===== config.mk =====
export PLATFORM = sky130hd
export DESIGN_NAME = fpga_fabric
export DESIGN_NICKNAME = d
export VERILOG_FILES = /design/src/common/fabric_route_pkg.sv /design/src/common/fabric_cfg_pkg.sv /design/src/hw/config_store.sv /design/src/clb/clb_tile.sv /design/src/mac/mac_tile.sv /design/src/hw/io_block.sv /design/src/hw/fpga_fabric.sv
export VERILOG_INCLUDE_DIRS = /design/src /design/src/common
export SDC_FILE = /design/constraint.sdc
export NUM_CORES = 1
export LEC_CHECK = 0
export BUFFER_PORTS_ARGS = -buffer_cell sky130_fd_sc_hd__buf_2
export CORE_UTILIZATION = 40
export CTS_CLUSTER_SIZE = 25
export DETAILED_ROUTE_END_ITERATION = 10
export GPL_ROUTABILITY_DRIVEN = 0
export GPL_TIMING_DRIVEN = 1
export PLACE_DENSITY = 0.54
export SLEW_MARGIN = 10
export SYNTH_ARGS = -nofsm -noshare
export SYNTH_HDL_FRONTEND = slang
export SYNTH_SLANG_ARGS = --single-unit

===== constraint.sdc =====
create_clock -name clk -period 5.08 [get_ports clk]
set_input_delay 0.508 -clock clk [delete_from_list [all_inputs] [get_ports clk]]
set_output_delay 0.508 -clock clk [all_outputs]
set_load 0.01 [all_outputs]

===== src/common/fabric_settings.svh =====
`ifndef FABRIC_SETTINGS_SVH
`define FABRIC_SETTINGS_SVH

// fabric dimensions
`define FAB_NCLB      8
`define FAB_NEXTIN    8
`define FAB_NEXTOUT   8

// data path widths
`define FAB_WW        4
`define FAB_ACCW      8

// track bus layout
`define FAB_NTRACK    24
`define FAB_TRK_CLB   8
`define FAB_TRK_MAC   16

// clb frames take addresses 0 to FAB_NCLB-1
`define FAB_NFRAME    10
`define FAB_MAC_ADDR  8
`define FAB_IO_ADDR   9
`define FAB_FRAMEW    40

`endif


===== src/common/fabric_route_pkg.sv =====
`include "fabric_settings.svh"

package fabric_route_pkg;

   localparam int NWORD = `FAB_NTRACK / `FAB_WW; // 4-bit words on the bus

   typedef logic [`FAB_NTRACK-1:0]         track_vec_t;
   typedef logic [$clog2(`FAB_NTRACK)-1:0] track_sel_t;
   typedef logic [$clog2(NWORD)-1:0]       word_sel_t;

   // selects past the last track read as zero
   function automatic logic pick_track(track_vec_t t, track_sel_t s);
      return (s < `FAB_NTRACK) ? t[s] : 1'b0;
   endfunction

   function automatic logic [`FAB_WW-1:0] pick_word(track_vec_t t, word_sel_t w);
      return (w < NWORD) ? t[w*`FAB_WW +: `FAB_WW] : '0;
   endfunction

endpackage


===== src/common/fabric_cfg_pkg.sv =====
`include "fabric_settings.svh"

package fabric_cfg_pkg;

   localparam int CLB_NIN = 4; // lut inputs
   localparam int TSW     = $bits(fabric_route_pkg::track_sel_t);
   localparam int WSW     = $bits(fabric_route_pkg::word_sel_t);

   localparam int CLB_PADW = `FAB_FRAMEW - CLB_NIN*TSW - 2**CLB_NIN - 1;
   localparam int MAC_PADW = `FAB_FRAMEW - 2*WSW - 1;

   typedef logic [$clog2(`FAB_NFRAME)-1:0] cfg_addr_t;

   typedef struct packed {
      logic [CLB_PADW-1:0]                        pad;
      logic                                       carry_en;
      logic [2**CLB_NIN-1:0]                      lut;
      fabric_route_pkg::track_sel_t [CLB_NIN-1:0] sel;  // sel[0] lowest
   } clb_cfg_t;

   typedef struct packed {
      logic [MAC_PADW-1:0]         pad;
      logic                        acc_en;   // accumulate instead of load
      fabric_route_pkg::word_sel_t wsel_b;
      fabric_route_pkg::word_sel_t wsel_a;
   } mac_cfg_t;

   typedef struct packed {
      fabric_route_pkg::track_sel_t [`FAB_NEXTOUT-1:0] out_sel;
   } io_cfg_t;

   // each stored frame is read through the view of the block it drives
   typedef union packed {
      clb_cfg_t clb;
      mac_cfg_t mac;
      io_cfg_t  io;
   } cfg_frame_u;

endpackage


===== src/hw/config_store.sv =====
`timescale 1ns/1ps
`include "fabric_settings.svh"

module config_store (
   input  logic                       clk,
   input  logic                       arst_n,
   input  logic                       cfg_we,
   input  fabric_cfg_pkg::cfg_addr_t  cfg_addr,
   input  fabric_cfg_pkg::cfg_frame_u cfg_data,
   output fabric_cfg_pkg::cfg_frame_u clb_frames [`FAB_NCLB],
   output fabric_cfg_pkg::cfg_frame_u mac_frame,
   output fabric_cfg_pkg::cfg_frame_u io_frame
);
   import fabric_cfg_pkg::*;

   cfg_frame_u frames [`FAB_NFRAME];

   always_ff @(posedge clk or negedge arst_n) begin
      if (!arst_n) begin
         for (int i = 0; i < `FAB_NFRAME; i++) begin
            frames[i] <= '0;
         end
      end else if (cfg_we && (cfg_addr < `FAB_NFRAME)) begin
         frames[cfg_addr] <= cfg_data;
      end
   end

   // new config acts in the cycle after the write
   always_comb begin
      for (int i = 0; i < `FAB_NCLB; i++) begin
         clb_frames[i] = frames[i];
      end
   end

   assign mac_frame = frames[`FAB_MAC_ADDR];
   assign io_frame  = frames[`FAB_IO_ADDR];

   a_cfg_addr_legal : assert property (
      @(posedge clk) disable iff (!arst_n)
      cfg_we |-> (cfg_addr < `FAB_NFRAME)
   ) else $error("config write to frame %0d, beyond last frame", cfg_addr);

endmodule


===== src/clb/clb_tile.sv =====
`timescale 1ns/1ps
`include "fabric_settings.svh"

module clb_tile (
   input  logic                        clk,
   input  logic                        arst_n,
   input  fabric_cfg_pkg::cfg_frame_u  frame,
   input  fabric_route_pkg::track_vec_t tracks,
   input  logic                        cin,
   output logic                        q,
   output logic                        cout
);
   import fabric_cfg_pkg::*;
   import fabric_route_pkg::*;

   clb_cfg_t           cfg;
   logic [CLB_NIN-1:0] lut_in;
   logic               d;

   assign cfg = frame.clb;

   // input connection selection
   always_comb begin
      for (int i = 0; i < CLB_NIN; i++) begin
         lut_in[i] = pick_track(tracks, cfg.sel[i]);
      end
   end

   always_comb begin
      if (cfg.carry_en) begin
         // full adder on in0, in1 and the chain
         d    = lut_in[0] ^ lut_in[1] ^ cin;
         cout = (lut_in[0] & lut_in[1]) | (lut_in[0] & cin) | (lut_in[1] & cin);
      end else begin
         d    = cfg.lut[lut_in];
         cout = 1'b0;   // breaks the chain
      end
   end

   // registered output keeps routing loop free
   always_ff @(posedge clk or negedge arst_n) begin
      if (!arst_n) begin
         q <= 1'b0;
      end else begin
         q <= d;
      end
   end

   // a tile in lut mode must never pass a carry on to the next tile
   a_cout_idle : assert property (
      @(posedge clk) disable iff (!arst_n)
      !cfg.carry_en |-> !cout
   ) else $error("carry out active in lut mode");

endmodule


===== src/mac/mac_tile.sv =====
`timescale 1ns/1ps
`include "fabric_settings.svh"

module mac_tile (
   input  logic                         clk,
   input  logic                         arst_n,
   input  fabric_cfg_pkg::cfg_frame_u   frame,
   input  fabric_route_pkg::track_vec_t tracks,
   output logic [`FAB_ACCW-1:0]         acc
);
   import fabric_cfg_pkg::*;
   import fabric_route_pkg::*;

   mac_cfg_t             cfg;
   logic [`FAB_WW-1:0]   a;
   logic [`FAB_WW-1:0]   b;
   logic [`FAB_ACCW-1:0] prod;

   assign cfg = frame.mac;

   // operand words straight off the track bus
   assign a = pick_word(tracks, cfg.wsel_a);
   assign b = pick_word(tracks, cfg.wsel_b);

   assign prod = `FAB_ACCW'(a) * `FAB_ACCW'(b);

   always_ff @(posedge clk or negedge arst_n) begin
      if (!arst_n) begin
         acc <= '0;
      end else if (cfg.acc_en) begin
         acc <= acc + prod;   // wraps mod 256
      end else begin
         acc <= prod;
      end
   end

   a_wsel_legal : assert property (
      @(posedge clk) disable iff (!arst_n)
      (cfg.wsel_a < NWORD) && (cfg.wsel_b < NWORD)
   ) else $error("mac word select beyond track bus, a %0d b %0d", cfg.wsel_a, cfg.wsel_b);

endmodule


===== src/hw/io_block.sv =====
`timescale 1ns/1ps
`include "fabric_settings.svh"

module io_block (
   input  fabric_cfg_pkg::cfg_frame_u   frame,
   input  fabric_route_pkg::track_vec_t tracks,
   output logic [`FAB_NEXTOUT-1:0]      ext_out
);
   import fabric_cfg_pkg::*;
   import fabric_route_pkg::*;

   io_cfg_t cfg;

   assign cfg = frame.io;

   // each pin picks any track with no register on the way out
   always_comb begin
      for (int i = 0; i < `FAB_NEXTOUT; i++) begin
         ext_out[i] = pick_track(tracks, cfg.out_sel[i]);
      end
   end

endmodule


===== src/hw/fpga_fabric.sv =====
`timescale 1ns/1ps
`include "fabric_settings.svh"

module fpga_fabric (
   input  logic                       clk,
   input  logic                       arst_n,
   input  logic                       cfg_we,
   input  fabric_cfg_pkg::cfg_addr_t  cfg_addr,
   input  fabric_cfg_pkg::cfg_frame_u cfg_data,
   input  logic [`FAB_NEXTIN-1:0]     ext_in,
   output logic [`FAB_NEXTOUT-1:0]    ext_out
);
   import fabric_cfg_pkg::*;
   import fabric_route_pkg::*;

   cfg_frame_u clb_frames [`FAB_NCLB];
   cfg_frame_u mac_frame;
   cfg_frame_u io_frame;

   track_vec_t           tracks;
   wire [`FAB_NCLB-1:0]  clb_q;
   wire [`FAB_NCLB:0]    carry;   // top bit is the open end of the chain
   logic [`FAB_ACCW-1:0] acc;

   config_store i_config_store (
      .clk        (clk),
      .arst_n     (arst_n),
      .cfg_we     (cfg_we),
      .cfg_addr   (cfg_addr),
      .cfg_data   (cfg_data),
      .clb_frames (clb_frames),
      .mac_frame  (mac_frame),
      .io_frame   (io_frame)
   );

   // flat track bus holds pins then clb registers then accumulator
   always_comb begin
      tracks = '0;
      tracks[0 +: `FAB_NEXTIN]          = ext_in;
      tracks[`FAB_TRK_CLB +: `FAB_NCLB] = clb_q;
      tracks[`FAB_TRK_MAC +: `FAB_ACCW] = acc;
   end

   assign carry[0] = 1'b0;

   // carry ripples up in block order from clb 0
   for (genvar k = 0; k < `FAB_NCLB; k++) begin : g_clb
      clb_tile i_clb (
         .clk    (clk),
         .arst_n (arst_n),
         .frame  (clb_frames[k]),
         .tracks (tracks),
         .cin    (carry[k]),
         .q      (clb_q[k]),
         .cout   (carry[k+1])
      );
   end

   mac_tile i_mac (
      .clk    (clk),
      .arst_n (arst_n),
      .frame  (mac_frame),
      .tracks (tracks),
      .acc    (acc)
   );

   io_block i_io (
      .frame   (io_frame),
      .tracks  (tracks),
      .ext_out (ext_out)
   );

endmodule


==> flow_summary.yaml <==
status:
  status: "complete, but fails checks"
  violations: "negative setup slack"
die:
  num_io_pins: 63
  die_w_um: 249.0
  core_um2: 60360
  dieHeight_um: 249.0
  die_area_um2: 61990
  initial_core_util: 0.4042
  fp-row-count: 90
placed_design:
  portBuffers: 62
  dp_hpwl_mm: 52.18
  placed_area_um2: 25640
worst_setup_path:
  critPathCaptureType: "flop"
  cpPeakStageDelay_ns: 0.47
  crit_chain: "mux4_2 -> mux2i_1 -> nor3b_1 -> nor3_2 -> inv_1 -> ha_2 -> and2_4 -> fa_2 -> and2_4 -> fa_2 -> and2_4 -> fa_2 -> and2_4 -> fa_2 -> and2_4 -> fa_2 -> and2_4 -> fa_2 -> nand2_2 -> xor2_2 -> xnor2_1 -> o221ai_1 -> a31oi_1"
  crit_buf_inv: 1
  path_max_fanout: 4
  crit_type: "reg -> reg"
  start_kind: "flop"
  critPathTopFamily: "adder cells"
  crit_arrival_ns: 5.88
  slowest_stage: "mux4_2"
  critical_path_required_ns: 5.59
final_layout:
  area_growth_pct: 12.92
  mostFrequentLayoutCell: "mux2_2"
  final_nets: 1964
  final_cell_mix: "371 x mux2_2, 346 x dfrtp_1, 219 x mux4_2"
  utilization: 0.4565
  final_area_um2: 27550
  drive_gt1_frac: 0.4833
timing:
  finalSetupTns_ns: -0.5514
  fin_skew_ns: 0.02989
  relSlewSlack: 0.2139
  min_period_ns: 5.367
  finalSetupViolations: 2
  timing.fmax_mhz: 186.3
  slew_viol_final: 0
  final.period_utilization: 1.056
  max_slew.worst_pin.slew_ns: 1.179
  layout_setup_ws_ns: -0.2866
  rsz0062_at_grt: "yes"
  hold_viol_final: 0
  fin_hold_ws_ns: 0.1437
yosys:
  syn_area_per_cell_um2: 13.09
  syn_nets: 1950
  synth_area_um2: 24400
  synth_seq_area_share: 0.3682
  synth_top_area_share: 0.3682
  synth.top_cells.by_area: "dfrtp_1 37%, mux4_2 20%, mux2_2 17%"
  synth_largest_area_cell: "dfrtp_1"
  synthFlopType: "dfrtp_1"
  synthCells: 1864
  synth_edf_count: 0
  ys_ff_latch: 359
  synth_cell_types: 65
  yosysWarnings: 0
  synthArstFlopShare: 1.000
global_route:
  grt_pass1_vias: 17690
  busiest_layer: "met2"
  grt_pass1_wl_mm: 122.6
  grt.met3_usage: 0.03918
  met2_usage: 0.4207
  grt_max_degree: 119
  grt_antenna_before_repair: 2
  grt.overflow.total: 0
  use_met1: 0.3727
  grt_use_total: 0.2675
clock_network:
  cts_max_level: 2
  clk_pin_slew_ns: 0.06
  cts_made_buffers: 45
  tritoncts: "built"
  cts_buffer_depth: 3
  clk_latency_ns: 0.61
  root_buffer: "clkbuf_16"
  cts.sinks: 359
power_and_ir_drop:
  comb_power_share: 0.493
  p_per_area_nw_per_um2: 570.8
  p_int_w: 0.009496
  power.leakage_nw: 11.40
  pwr-share-clk: 0.218
  finalPower_w: 0.01573
  ir_drop_v: 0.0002927
  p_sw_frac: 0.3962
  p_sw_w: 0.006230
  p_seq_frac: 0.289
worst_hold_path:
  holdCritPathClass: "in -> reg"
run:
  maxCapViolations: 0
route:
  drt_iter0_drc: 1540
  via_per_inst: 6.380
  drc: 0
  wire_per_inst_um: 30.38
  vias: 17210
  drtAntennaViolNets: 0
  dr.pass1.iters: 5
  wl_mm: 81.94
worst register-to-register path, stage by stage (launching register included):
cell and delay (ns):
dfrtp_2 0.44, mux4_2 0.47, mux2i_1 0.21, nor3b_1 0.09
nor3_2 0.30, inv_1 0.10, ha_2 0.19, and2_4 0.15
fa_2 0.34, and2_4 0.15, fa_2 0.32, and2_4 0.15
fa_2 0.32, and2_4 0.14, fa_2 0.31, and2_4 0.14
fa_2 0.33, and2_4 0.14, fa_2 0.34, nand2_2 0.08
xor2_2 0.14, xnor2_1 0.13, o221ai_1 0.11, a31oi_1 0.17
sequential cells by signal, summed over array words and instances (netlist names):
name                       flops
i_mac.acc                      8
i_config_store.io_frame       40
i_config_store.clb_frames    296
g_clb.i_clb.q                  8
i_config_store.mac_frame       7
cells in the mapped netlist, types with 14 or more instances:
master / n
mux2i_1: 200
o21ai_0: 22
nor3_1: 14
nor3b_1: 14
buf_2: 30
inv_1: 28
mux2_2: 371
a21oi_1: 27
nor2b_1: 24
mux4_2: 219
clkbuf_1: 145
nand3_1: 20
dfrtp_1: 359
o211ai_1: 21
nor2_1: 58
buf_1: 48
nand2_1: 44
ha_1: 20
nand2b_1: 18
nand3b_1: 33
per-layer routing:
layer	part of all wire	up-vias
li1	-	7142
met1	0.43	9155
met2	0.46	725
met3	0.068	185
met4	0.039	0
met5	0	-
power groups by stage:
stage / sequential, W / clock, W / combinational (W)
3_5_place_dp: 0.00460 / 0 / 0.00736
3_3_place_gp: 0.00455 / 0 / 0.00728
6_report: 0.00455 / 0.00343 / 0.00775
4_1_cts: 0.00455 / 0.00350 / 0.00764
5_1_grt: 0.00470 / 0.00362 / 0.00819
2_1_floorplan: 0.00401 / 0 / 0.00545
through the flow:
step | setup WS, ns | std cells
2_1_floorplan | -0.1748 | 1864
3_3_place_gp | -0.5357 | 2581
3_5_place_dp | -0.5487 | 2581
4_1_cts | -0.3107 | 2698
5_1_grt | -0.4133 | 2696
6_report | -0.2866 | 2697
cells by family after synthesis:
group / share of synthesized area
muxes: 0.4619
DFF: 0.3682
and+or+nand+nor: 0.06205
buffers and inverters: 0.04251
AOI/OAI and AO/OA: 0.04143
adders and majority gates: 0.01928
xor gates and xnor gates: 0.004666
worst paths after layout:
check,slack (ns),cells after the start,startpoint,end
worst min-delay path,0.14,2,cfg_data[38],i_config_store.io_frame[38]
worst max-delay path,-0.29,23,g_clb[7].i_clb.q,g_clb[7].i_clb.q
max in group asynchronous,3.35,3,arst_n,i_config_store.clb_frames[179]
worst max register to register,-0.29,23,g_clb[7].i_clb.q,g_clb[7].i_clb.q
min in group asynchronous,0.45,2,arst_n,i_config_store.clb_frames[130]
worst min register to register,0.50,1,i_config_store.clb_frames[221],i_config_store.clb_frames[221]
area by class of cell:
cell class	instances	area, µm²
clock inverters	20	270.3
repair buffers	196	1358
inverters	28	105.1
well taps	782	978.4
fillers	5446	32810
diodes	1	2.502
flip-flops and latches	359	9000
clock buffers	63	1324
multi-input cells	1248	14510
repair_timing:
item,CTS,global route
gates resized for setup,3,11
hold buffers,1,0
pin swaps,5,8
hold endpoints to repair,63,0
setup buffers,33,2
endpoints found under the setup margin,3,5
cloned,0,0
(Power assumes the default switching activity.)
